--- src/source/axi_rb_pkg.sv ---
// ==========================================================
// shared widths, channel payload types and constants for the
// AXI4 read burst buffer subsystem
// every design and test file refers to these by scoped name
// ==========================================================

package axi_rb_pkg;

  // field widths
  localparam int unsigned ID_W   = 4;
  localparam int unsigned ADDR_W = 32;
  localparam int unsigned DATA_W = 32;
  localparam int unsigned STRB_W = DATA_W / 8;
  localparam int unsigned LEN_W  = 8;
  localparam int unsigned RESP_W = 2;

  // memory geometry
  localparam int unsigned MEM_WORDS = 256;
  localparam int unsigned MEM_BYTES = MEM_WORDS * STRB_W;
  localparam int unsigned MEM_IDX_W = $clog2(MEM_WORDS);

  // burst buffer depth in R beats
  localparam int unsigned BUF_DEPTH = 8;

  // largest len the memory serves, i.e. 16 beats
  localparam int unsigned MAX_LEN = 15;

  typedef logic [ID_W-1:0]      id_t;
  typedef logic [ADDR_W-1:0]    addr_t;
  typedef logic [DATA_W-1:0]    data_t;
  typedef logic [STRB_W-1:0]    strb_t;
  typedef logic [LEN_W-1:0]     len_t;
  typedef logic [RESP_W-1:0]    resp_t;
  typedef logic [MEM_IDX_W-1:0] word_idx_t;

  localparam resp_t RESP_OKAY   = 2'b00;
  localparam resp_t RESP_SLVERR = 2'b10;

  typedef struct packed {
    id_t   id;
    addr_t addr;
    len_t  len;
  } ar_chan_t;

  typedef struct packed {
    id_t   id;
    addr_t addr;
    len_t  len;
  } aw_chan_t;

  typedef struct packed {
    data_t data;
    strb_t strb;
    logic  last;
  } w_chan_t;

  typedef struct packed {
    id_t   id;
    resp_t resp;
  } b_chan_t;

  typedef struct packed {
    id_t   id;
    data_t data;
    resp_t resp;
    logic  last;
  } r_chan_t;

  typedef enum logic [1:0] {IDLE, READ, WRITE, BRESP} mem_state_e;

endpackage
--- src/source/axi_read_burst_buffer.sv ---
// ==========================================================
// R burst buffer between an upstream master and a slave
// R beats from the slave land in a fall-through FIFO, so a
// stalled upstream does not hold the slave's R channel
// AR, AW, W and B are wired straight through
// ==========================================================

`timescale 1ns/100ps

module axi_read_burst_buffer (
  input  logic                 clk_i,
  input  logic                 rst_n_i,

  // upstream side
  input  axi_rb_pkg::ar_chan_t slv_ar_i,
  input  logic                 slv_ar_valid_i,
  output logic                 slv_ar_ready_o,
  input  axi_rb_pkg::aw_chan_t slv_aw_i,
  input  logic                 slv_aw_valid_i,
  output logic                 slv_aw_ready_o,
  input  axi_rb_pkg::w_chan_t  slv_w_i,
  input  logic                 slv_w_valid_i,
  output logic                 slv_w_ready_o,
  output axi_rb_pkg::b_chan_t  slv_b_o,
  output logic                 slv_b_valid_o,
  input  logic                 slv_b_ready_i,
  output axi_rb_pkg::r_chan_t  slv_r_o,
  output logic                 slv_r_valid_o,
  input  logic                 slv_r_ready_i,

  // memory side
  output axi_rb_pkg::ar_chan_t mst_ar_o,
  output logic                 mst_ar_valid_o,
  input  logic                 mst_ar_ready_i,
  output axi_rb_pkg::aw_chan_t mst_aw_o,
  output logic                 mst_aw_valid_o,
  input  logic                 mst_aw_ready_i,
  output axi_rb_pkg::w_chan_t  mst_w_o,
  output logic                 mst_w_valid_o,
  input  logic                 mst_w_ready_i,
  input  axi_rb_pkg::b_chan_t  mst_b_i,
  input  logic                 mst_b_valid_i,
  output logic                 mst_b_ready_o,
  input  axi_rb_pkg::r_chan_t  mst_r_i,
  input  logic                 mst_r_valid_i,
  output logic                 mst_r_ready_o
);

  logic buf_full;
  logic buf_empty;

  rb_fifo #(
    .DEPTH (axi_rb_pkg::BUF_DEPTH)
  ) u_r_fifo (
    .clk_i   (clk_i),
    .rst_n_i (rst_n_i),
    .push_i  (mst_r_valid_i & mst_r_ready_o),
    .data_i  (mst_r_i),
    .full_o  (buf_full),
    .pop_i   (slv_r_valid_o & slv_r_ready_i),
    .empty_o (buf_empty),
    .data_o  (slv_r_o)
  );

  // slave side keeps streaming as long as there is room
  assign mst_r_ready_o = ~buf_full;
  assign slv_r_valid_o = ~buf_empty;

  // other channels pass through
  assign mst_ar_o       = slv_ar_i;
  assign mst_ar_valid_o = slv_ar_valid_i;
  assign slv_ar_ready_o = mst_ar_ready_i;
  assign mst_aw_o       = slv_aw_i;
  assign mst_aw_valid_o = slv_aw_valid_i;
  assign slv_aw_ready_o = mst_aw_ready_i;
  assign mst_w_o        = slv_w_i;
  assign mst_w_valid_o  = slv_w_valid_i;
  assign slv_w_ready_o  = mst_w_ready_i;
  assign slv_b_o        = mst_b_i;
  assign slv_b_valid_o  = mst_b_valid_i;
  assign mst_b_ready_o  = slv_b_ready_i;

endmodule

--- src/source/rb_fifo.sv ---
// ==========================================================
// fall-through FIFO for R channel beats
// while empty the input beat shows on the output in the same
// cycle, so an idle buffer adds no latency
// ==========================================================

`timescale 1ns/100ps

module rb_fifo #(
  parameter int unsigned DEPTH = 8
) (
  input  logic                clk_i,
  input  logic                rst_n_i,
  input  logic                push_i,
  input  axi_rb_pkg::r_chan_t data_i,
  output logic                full_o,
  input  logic                pop_i,
  output logic                empty_o,
  output axi_rb_pkg::r_chan_t data_o
);

  logic [$clog2(DEPTH)-1:0] wr_ptr_q;
  logic [$clog2(DEPTH)-1:0] rd_ptr_q;
  logic [$clog2(DEPTH):0]   cnt_q;
  axi_rb_pkg::r_chan_t      buf_q [DEPTH];
  logic                     bypass;
  logic                     do_push;
  logic                     do_pop;

  // circular pointer step
  function automatic logic [$clog2(DEPTH)-1:0] next_ptr(input logic [$clog2(DEPTH)-1:0] ptr);
    if (ptr == DEPTH - 1) begin
      return '0;
    end
    return ptr + 1'b1;
  endfunction

  assign bypass  = (cnt_q == '0);
  assign full_o  = (cnt_q == DEPTH);
  // a push into an empty FIFO is already visible
  assign empty_o = bypass & ~push_i;
  assign data_o  = bypass ? data_i : buf_q[rd_ptr_q];

  // a beat that passes straight through is not stored
  assign do_push = push_i & ~full_o & ~(bypass & pop_i);
  assign do_pop  = pop_i & ~bypass;

  always_ff @(posedge clk_i) begin
    if (!rst_n_i) begin
      wr_ptr_q <= '0;
      rd_ptr_q <= '0;
      cnt_q    <= '0;
    end else begin
      if (do_push) begin
        wr_ptr_q <= next_ptr(wr_ptr_q);
      end
      if (do_pop) begin
        rd_ptr_q <= next_ptr(rd_ptr_q);
      end
      case ({do_push, do_pop})
        2'b10: cnt_q <= cnt_q + 1'b1;
        2'b01: cnt_q <= cnt_q - 1'b1;
        default: cnt_q <= cnt_q;
      endcase
    end
  end

  // storage
  always_ff @(posedge clk_i) begin
    if (do_push) begin
      buf_q[wr_ptr_q] <= data_i;
    end
  end

endmodule

--- config.mk ---
export PLATFORM = sky130hd
export DESIGN_NAME = axi_read_burst_buffer
export DESIGN_NICKNAME = d
export VERILOG_FILES = /design/src/source/axi_rb_pkg.sv /design/src/source/axi_read_burst_buffer.sv /design/src/source/rb_fifo.sv
export SDC_FILE = /design/constraint.sdc
export NUM_CORES = 1
export LEC_CHECK = 0
export ABC_AREA = 0
export BUFFER_PORTS_ARGS = -buffer_cell sky130_fd_sc_hd__buf_2
export CORE_UTILIZATION = 35
export CTS_CLUSTER_SIZE = 30
export DETAILED_ROUTE_END_ITERATION = 7
export GPL_TIMING_DRIVEN = 0
export SLEW_MARGIN = 20
export SYNTH_ARGS = -nofsm -noshare
export SYNTH_HDL_FRONTEND = slang
export SYNTH_SLANG_ARGS = --single-unit
--- constraint.sdc ---
create_clock -name clk_i -period 9.1 [get_ports clk_i]
set_input_delay 1.82 -clock clk_i [delete_from_list [all_inputs] [get_ports clk_i]]
set_output_delay 1.82 -clock clk_i [all_outputs]
set_load 0.02 [all_outputs]
# [Yosys cells after proc, flatten, opt, wreduce, memory -nomap -nowiden]
# Memories as Yosys holds them, arrays and structs flattened. A register that Yosys moved wholly into a read port is not among the register bits.
# Cells that the tools add are included.
[word_totals] rom_bits=0 regBits=10 latch_bits=0 word_cells=43 n_memories=1 ramBits=312 out_inout_bits=180 inputBits=182
[memory_table] memory="u_r_fifo.buf_q" words=8 width=39 rd=1 rd_clocked_by_memory_dff=1 write_ports=1 line="rb_fifo.sv:25" source="axi_rb_pkg::r_chan_t buf_q [DEPTH];"
[classes] bitwise=12 n_mul=0 n_reduce_logical=2 eq_ne=5 n_mux=16 add_sub_neg=4 div_mod_pow=0 n_shift=0 magnitude_cmp=0
[op_table] operator="$mux 39" count=1
[op_table] operator="$mux 3" count=6
[op_table] operator="$mux 1" count=8
[op_table] operator="$pmux 4 s2" count=1
[op_table] operator="$and 1x1->1" count=7
[op_table] operator="$add 3x1->3 const B" count=2
[op_table] operator="$eq 3x3->1 const B" count=2
[op_table] operator="$not 1->1" count=5
[op_table] operator="$add 4x1->4 const B" count=1
[op_table] operator="$eq 4x4->1 const B" count=1
[op_table] operator="$logic_not 4->1" count=1
[op_table] operator="$sub 4x1->4 const B" count=1
[op_table] operator="$eq 2x1->1 const B" count=1
[op_table] operator="$eq 2x2->1 const B" count=1
[op_table] operator="$reduce_bool 2->1" count=1

# [Longest topological paths before layout]
# Gate-level depths: netlist (run 1).
[logic_depth] word_depth=13 ltp_mapped=12 ltp_nobuf=10

# [Cells and area by module]
# A second synthesis (run 1) with hierarchy kept.
[hier_totals] cells_unflattened=761 hier_area_um2=13898.3
[by_module_without_submodules] module="rb_fifo" area_per_inst_um2=12834.8 instances=1 cells_per_inst=618
[by_module_without_submodules] module="axi_read_burst_buffer" area_per_inst_um2=1063.5 instances=1 cells_per_inst=143

# [Worst setup path before layout (run 1)]
# Ideal clock, no wire load.
[synth_timing] path_type="input to register" from="input slv_r_ready_i" to="memory u_r_fifo.buf_q[0][0] (netlist bit) (enable)" setup_ns=0.533 required_ns=8.567 setup_slack_ns=2.704 path_stages=3 arrival_time_ns=5.864 path_cell_list="nor2_1 > o21ai_4 > nor4_1"
[synth_via] elab_chain_len=6
[synth_lines] element="start, declared" line="axi_read_burst_buffer.sv:29" source="input logic slv_r_ready_i,"
[synth_lines] element="$and 1x1->1" line="axi_read_burst_buffer.sv:60" source=".pop_i (slv_r_valid_o & slv_r_ready_i),"
[synth_lines] element="$and 1x1->1" line="rb_fifo.sv:45" source="assign do_push = push_i & ~full_o & ~(bypass & pop_i);"
[synth_lines] element="$not 1->1" line="rb_fifo.sv:45"
[synth_lines] element="$and 1x1->1" line="rb_fifo.sv:45"
[synth_lines] element="$mux 1" line="rb_fifo.sv:70" source="if (do_push) begin"
[synth_lines] element="$mux 1 (implied by the code)" line="rb_fifo.sv:71" source="buf_q[wr_ptr_q] <= data_i;"
[synth_lines] element="end, declared" line="rb_fifo.sv:25"
# No other way between the ends.

==> impl_results.md, run 1 <==
- Result of the run: completed
- Share of Yosys cell area claimed by the top area cell type: 0.6675
- Worst setup slack before clock tree synthesis: 4.559 ns
- First-pass iteration count of the detailed router: 5
- Post-DRT Antenna Nets: 0
- Maximum number of pins on one net before global-route repair: 20
- Number of instances in the synthesized netlist: between 800 and 900
- Floorplan die height: between 200 and 250 um
- Top post-synthesis cells by area: sky130_fd_sc_hd__edfxtp_1, sky130_fd_sc_hd__buf_4, sky130_fd_sc_hd__mux2_2
- Hold path startpoint: u_r_fifo.rd_ptr_q[0]
- Final setup violation count: 0
- Number of cells on the worst hold path: 2
- Share of layout cells above drive strength 1: 0.4688
- Critical Path Source Type: flip-flop
- Area growth from synthesis to layout: 23.78%
- Fin Clk Skew: 0.005644 ns
- Critical-path top delay cell: sky130_fd_sc_hd__clkbuf_1
- Clock input transition at the sequential cells of the worst setup and hold paths: around 0.06 ns
- Placed Cells: 1,664
- Cell type with the highest aggregate area in the netlist: sky130_fd_sc_hd__edfxtp_1
- Vias in the first global route: 8,095
- Hold crit path type: reg2reg
- Number of distinct library cell variants in the gate-level netlist after synthesis: 38
- Maximum fanout encountered on the critical timing path: 10
- Largest vdd supply drop: ~0.00024 V
- Number of sinks on the clock net: between 300 and 400
- Register cell area after layout: 0.009629 mm2
- Final WL: between 30 and 40 mm
- Total number of placement rows: between 70 and 80
- Detailed-route DRC error count: 0
- Routed vias: around 8,300
- CTS Buffer Depth: 3
- Dominant cell type by count on the critical path: sky130_fd_sc_hd__clkbuf_1
- Die Area: around 0.041 mm2
- Number of hold buffers added after cts: 0
- Iteration-0 DRC Markers: 454
- Maximum cell stage delay along the critical path: ~0.6 ns
- Mapped Area: 0.01404 mm2
- Vias per cell: between 4 and 5
- Final weighted congestion of routability-driven global placement: a little over 0.7
- Power density relative to cell area: 284.5 mW/mm2
- Standby leakage power: between 6 and 7 nW
- First-pass GRT wire length: just over 50 mm
- Transition at the pin with the smallest max-transition slack: about 0.78 ns
- Design area: roughly 0.017 mm2
- Cell breakdown of the critical path: nand2b_1, clkbuf_1, clkbuf_1, o221ai_1, o21ai_0, buf_2
- Total Routing Usage GR: 0.1664
- Final period util: 0.5501
- Hold EP: u_r_fifo.rd_ptr_q[0]
- Placed Instance Area: 0.01622 mm2
- Antenna violations before repair: 6
- Maximum level of the CTS H-tree: 1
- Number of inserted filler cells in the final layout: 3,526
- Setup repair after global routing missed its margin: false
- Worst slack on hold paths: slightly above 0.5 ns
- Count of cells along the worst register-to-register path: 12
- Highest clock rate: between 0.15 and 0.2 GHz
- Effective utilization at floorplan: 0.3590
- CTS tree: built
- Kind of critical path: reg2out
- Reg-to-reg setup timing slack: around 6.4 ns
- Core outline area: between 0.03 and 0.04 mm2
- Number of ports placed on the die boundary: about 360
- Endpoint kind of the worst setup timing path: primary output
- Final setup slack of the worst path: 4.094 ns
- Number of hold violations in the final report: 0
- Slew Limit Fails: 0
- Total congestion overflow after global routing: 0
- Number of setup buffers added after CTS: 0
- Worst endpoint data arrival time: between 3 and 4 ns
- PostCTS Resize Cnt: 0
- Clock root buffer: sky130_fd_sc_hd__clkbuf_16
- Clock buffers created by TritonCTS: 31
- Worst flop-to-flop path endpoint: u_r_fifo.cnt_q[2]
- Register area share after synthesis: 0.6860
- Slew headroom: 0.4799
- FF-to-FF Start: u_r_fifo.cnt_q[1]
- Clock latency reported for the late side of the worst-skew pair: 0.55 ns
- Post-synthesis average cell area: between 15 and 20 um2
- Buffers on Ports: 222
- Flip-flop and latch count after synthesis: 325
- Floorplan die width: roughly 200 um
- DP Wirelength: 25.25 mm
- Non-Filler Instances: between 1,500 and 2,000
- CP required: 7.28 ns
- WL per Instance: roughly 21 um
- Post-route minimum period: about 5 ns
- Maxcap violations: 0
- Total area of multi-input combinational cells: between 0.003 and 0.004 mm2
- Net count after synthesis: 1,077
- NumNets Final: between 1,000 and 1,500
- YS warnings: 0
## cells in the mapped netlist, drive strengths merged
library cell	instances
buf	165
clkbuf	19
nand2b	5
edfxtp	312
a22oi	33
o211ai	1
mux2i	83
a221o	6
and2	1
or3b	1
o221ai	33
a32o	1
nor2b	5
or3	5
a21boi	4
o21ai	43
ha	7
o22ai	7
nor4	1
nor2	7
a21oi	1
nor3	5
mux2	78
inv	1
nor3b	1
dfxtp	13
xor2	2
nand2	47
xnor2	1
## kinds of logic (layout without fill, tap and decap cells)
group,count (synthesis),in the layout,share of synthesized area
multiplexers,161,161,0.1218
AND/OR/NAND/NOR,78,78,0.02550
XOR/XNOR,3,3,0.001872
other,0,3,0
flip-flops,325,325,0.6860
AO/OA/AOI/OAI,129,129,0.06579
buffers and inverters,185,500,0.09280
adder cells (fa/ha/maj),7,7,0.006240
## area by class of cell
type                    instances  share of cell area
multi-input cells             378              0.1815
flip-flops and latches        325              0.5542
clock buffers                  38             0.04731
plain buffers                 184             0.07475
diodes                          3           0.0004321
repair buffers                258             0.08541
inverters                       1           0.0002160
well taps                     518             0.03730
clock inverters                19             0.01887
## worst max path at each step
stage / end / startpoint / slack (ns) / cells after the start
after floorplan: u_r_fifo.buf_q[0][0] / slv_r_ready_i / 2.70 / 3
after global placement: u_r_fifo.buf_q[0][18] / slv_r_ready_i / -0.85 / 4
after detailed placement: slv_r_o[21] / flip-flop / 4.56 / 6
after CTS: slv_r_o[21] / flip-flop / 3.96 / 6
after global routing: slv_r_o[21] / flip-flop / 3.87 / 6
final: slv_r_o[21] / flip-flop / 4.09 / 6
## layout by cell type (no fill, tap or decap), types with 31 or more instances in the layout
master,count
sky130_fd_sc_hd__a22oi_1,33
sky130_fd_sc_hd__buf_2,240
sky130_fd_sc_hd__buf_4,166
sky130_fd_sc_hd__clkbuf_16,31
sky130_fd_sc_hd__edfxtp_1,312
sky130_fd_sc_hd__mux2_2,78
sky130_fd_sc_hd__mux2i_1,83
sky130_fd_sc_hd__nand2_1,47
sky130_fd_sc_hd__o21ai_0,32
sky130_fd_sc_hd__o221ai_1,33
## where the power goes
group	total, mW	leakage [nW]	switching, mW	internal [mW]
registers	1.76	2.93	0.0298	1.73
clock network	1.43	0.559	0.537	0.895
logic	1.75	3.01	1.10	0.644
## per-stage QoR
step	util	setup TNS (ns)	total power, mW
6_report	0.4444	0	4.942
5_1_grt	0.4443	0	5.167
4_1_cts	0.4442	0	5.017
3_5_place_dp	0.4148	0	3.582
3_3_place_gp	0.4040	-33.05	3.562
2_1_floorplan	-	0	2.941
## flip-flops by register name (all words and copies together) (netlist names), named ones only
register           count
u_r_fifo.buf_q       312
u_r_fifo.cnt_q         4
u_r_fifo.rd_ptr_q      3
u_r_fifo.wr_ptr_q      3
## critical path: cells and delay by family (launching register included)
family | cells | cell delay [ns]
AO/OA/AOI/OAI | 2 | 0.64
buffers and inverters | 3 | 1.41
flip-flops | 1 | 0.39
AND/OR/NAND/NOR | 1 | 0.20
## layer usage
layer | part of all wire | vias to the layer above | global-route usage
li1 | - | 3854 | -
met1 | 0.42 | 4104 | 0.2109
met2 | 0.51 | 294 | 0.2968
met3 | 0.058 | 49 | 0.02870
met4 | 0.015 | 6 | 0.03357
met5 | 0.00073 | - | 0
Note: power is estimated with default switching activity, not from simulation.
==> run 2: changes to the inputs <==
==> constraint.sdc (replaced) <==
create_clock -name clk_i -period 4.5 [get_ports clk_i]
set_input_delay 0.9 -clock clk_i [delete_from_list [all_inputs] [get_ports clk_i]]
set_output_delay 0.9 -clock clk_i [all_outputs]
set_load 0.02 [all_outputs]
==> run 2 against run 1 <==
Sequential share of layout area up 0.55 points; critical path depth unchanged; via count down 0.60%; sequential power up 100%; routed wire length up 0.53%; first-iteration DRC count down 11%; combinational power up 100%; flip-flop and latch count unchanged; hold slack better by 0.0013 ns; design area down 0.98%; largest power group unchanged.
==> impl_results.md, run 2 (same netlist as run 1, synthesis figures left out) <==
- Result of the run: completed
- Share of power burned in combinational logic: 0.372 (+0.019)
- Met2 Track Usage GR: 0.3036 (+0.006727)
- Post-route minimum period: approximately 4.0 ns
- Hold crit path type: reg2reg
- Number of sinks on the clock net: 325 (unchanged)
- Power share of the clock group: 0.255 (-0.035)
- Largest vdd supply drop: 0.0003522 V (+48%)
- Transition at the pin with the smallest max-transition slack: 0.8101 ns (+0.03412 ns)
- Number of hold violations in the final report: 0 (unchanged)
- Most common library cell in the layout ignoring fill and taps: sky130_fd_sc_hd__edfxtp_1
- Post-DRT Antenna Nets: 0 (unchanged)
- DP Wirelength: 24.99 mm (-1.1%)
- Iteration-0 DRC Markers: 405 (-11%)
- Slew headroom: 0.4576 (-0.02231)
- Final setup violation count: 0 (unchanged)
- Final period util: 0.8939
- Endpoint kind of the worst setup timing path: primary output
- Maximum number of pins on one net before global-route repair: 16 (-20%)
- Buffers on Ports: 222 (unchanged)
- Maxcap violations: 0 (unchanged)
- Core outline area: 0.03910 mm2 (unchanged)
- Worst flop-to-flop path endpoint: u_r_fifo.cnt_q[2]
- Number of setup buffers added after CTS: 0 (unchanged)
- Maximum level of the CTS H-tree: 1 (unchanged)
- Count of cells along the worst register-to-register path: 11 (-1)
- Placed Instance Area: 0.01625 mm2 (+0.18%)
- Antenna violations before repair: 3 (-3)
- Final weighted congestion of routability-driven global placement: 0.7354 (+3.9%)
- Number of hold buffers added after cts: 0 (unchanged)
- Fin Clk Skew: 0.01231 ns (+0.006670 ns)
- Cell internal pwr: 6.186 mW (+89%)
- First-pass GRT wire length: 51.91 mm (+1.4%)
- Die Area: 0.04091 mm2 (unchanged)
- Number of inserted filler cells in the final layout: 3,561 (+0.99%)
- Clock input transition at the sequential cells of the worst setup and hold paths: 0.06 ns (about the same)
- Floorplan die height: 202.3 um (unchanged)
- Clock buffers created by TritonCTS: 31 (unchanged)
- Number of ports placed on the die boundary: 362 (unchanged)
- Final core utilization: 0.4400 (-0.004352)
- Final WL: 35.78 mm (+0.53%)
- Reg-to-reg setup timing slack: 1.76 ns (-4.62 ns)
- Floorplan die width: 202.3 um (unchanged)
- Total Routing Usage GR: 0.1687 (+0.002251)
- Total congestion overflow after global routing: 0 (unchanged)
- Setup crit end: slv_r_o[22]
- Detailed-route DRC error count: 0 (unchanged)
- Total power after layout: 9.568 mW (+94%)
- Number of flip-flops under the largest register name: 312 (unchanged)
- Design area: 0.01720 mm2 (-0.98%)
- Register cell area after layout: 0.009629 mm2 (unchanged)
- Worst endpoint data arrival time: 3.12 ns (-0.07 ns)
- Top Usage Layer GRT: met2
- Critical Path Source Type: flip-flop
- Clock root buffer: sky130_fd_sc_hd__clkbuf_16
- FF-to-FF Start: u_r_fifo.cnt_q[1]
- Maximum fanout encountered on the critical timing path: 10 (unchanged)
- Met1 Usage GRT: 0.2091 (-0.001847)
- NumNets Final: 1,365 (-0.22%)
- Effective utilization at floorplan: 0.3590 (unchanged)
- Power density relative to cell area: 556.1 mW/mm2 (+95%)
- Leading cell types in the layout, fill and taps excluded: sky130_fd_sc_hd__edfxtp_1, sky130_fd_sc_hd__buf_2, sky130_fd_sc_hd__buf_4
- Register with the highest flop count: u_r_fifo.buf_q
- Largest registers: u_r_fifo.buf_q (312), u_r_fifo.cnt_q (4)
- Share of layout cells above drive strength 1: 0.4596 (-0.009211)
- PostCTS Resize Cnt: 0 (unchanged)
- Slew Limit Fails: 0 (unchanged)
- Vias per cell: 4.798 (-0.43%)
- WL per Instance: 20.79 um (+0.71%)
- Switching power as a share of total power: 0.3534 (+0.01578)
- Proportion of power drawn by flip-flops and latches: 0.373 (+0.016)
- Highest clock rate: ~0.25 GHz
- Area growth from synthesis to layout: 22.57%
- Setup repair after global routing missed its margin: false
- Met3 layer usage reported by global route: 0.02499 (-0.003708)
- CTS tree: built
- Clock latency reported for the late side of the worst-skew pair: 0.56 ns (about the same)
- Vias in the first global route: 8,366 (+3.3%)
- Post-Route Setup TNS: 0 ns (unchanged)
- Worst slack on hold paths: 0.5114 ns (+0.001283 ns)
- Routed vias: 8,257 (-0.60%)
- Standby leakage power: 6.402 nW (-1.5%)
- CP required: 3.60 ns (-3.68 ns)
- Total area of multi-input combinational cells: 0.003162 mm2 (+0.28%)
- CTS Buffer Depth: 3 (unchanged)
- P_sw: 3.382 mW (+100%)
- Kind of critical path: reg2out
- Total number of placement rows: 72 (unchanged)
- First-pass iteration count of the detailed router: 5 (unchanged)
[run 2: worst max-delay path: stages (launching register included)]
cell,delay (ns)
sky130_fd_sc_hd__dfxtp_1,0.39
sky130_fd_sc_hd__nand2b_1,0.18
sky130_fd_sc_hd__clkbuf_1,0.48
sky130_fd_sc_hd__clkbuf_1,0.64
sky130_fd_sc_hd__o221ai_1,0.18
sky130_fd_sc_hd__o21ai_0,0.42
sky130_fd_sc_hd__buf_2,0.26
[run 2: metal layers]
metal,wire length [um],vias to the layer above
met3,2195,50
met2,18440,325
met5,13,-
met1,14350,4031
li1,-,3849
met4,779,2
[run 2: through the flow]
stage	setup slack, ns	std cells
detailed placement	0.8937	1661
global route	0.2434	1720
CTS	0.2581	1719
finish	0.4776	1721
floorplan	0.06365	888
global placement	-2.990	1628
[run 2: power groups by stage]
stage / Combinational (mW) / Sequential (mW) / Clock (mW)
after detailed placement: 3.62 / 3.63 / 0
after floorplan: 2.31 / 3.63 / 0
after global placement: 3.54 / 3.65 / 0
after CTS: 3.63 / 3.57 / 2.49
final: 3.56 / 3.57 / 2.44
after global routing: 3.82 / 3.58 / 2.60
[run 2: worst min path at each step]
stage / end / slack, ns / from / depth (start not counted)
global placement: u_r_fifo.rd_ptr_q[0] / 0.50 / u_r_fifo.rd_ptr_q[0] / 2
detailed placement: u_r_fifo.rd_ptr_q[0] / 0.51 / u_r_fifo.rd_ptr_q[0] / 2
floorplan: flip-flop / 0.46 / u_r_fifo.rd_ptr_q[0] / 2
finish: u_r_fifo.rd_ptr_q[0] / 0.51 / u_r_fifo.rd_ptr_q[0] / 2
global route: u_r_fifo.rd_ptr_q[0] / 0.54 / u_r_fifo.rd_ptr_q[0] / 2
CTS: u_r_fifo.rd_ptr_q[0] / 0.52 / u_r_fifo.rd_ptr_q[0] / 2
[run 2: final cells by class]
cell class,instances,area share
Timing Repair Buffer,255,0.08749
Multi-Input combinational cell,378,0.1838
Clock inverter,16,0.006109
Inverter,1,0.0002182
Buffer,184,0.07549
Clock buffer,42,0.04924
Tap cell,518,0.03767
Antenna cell,2,0.0002909
Sequential cell,325,0.5597
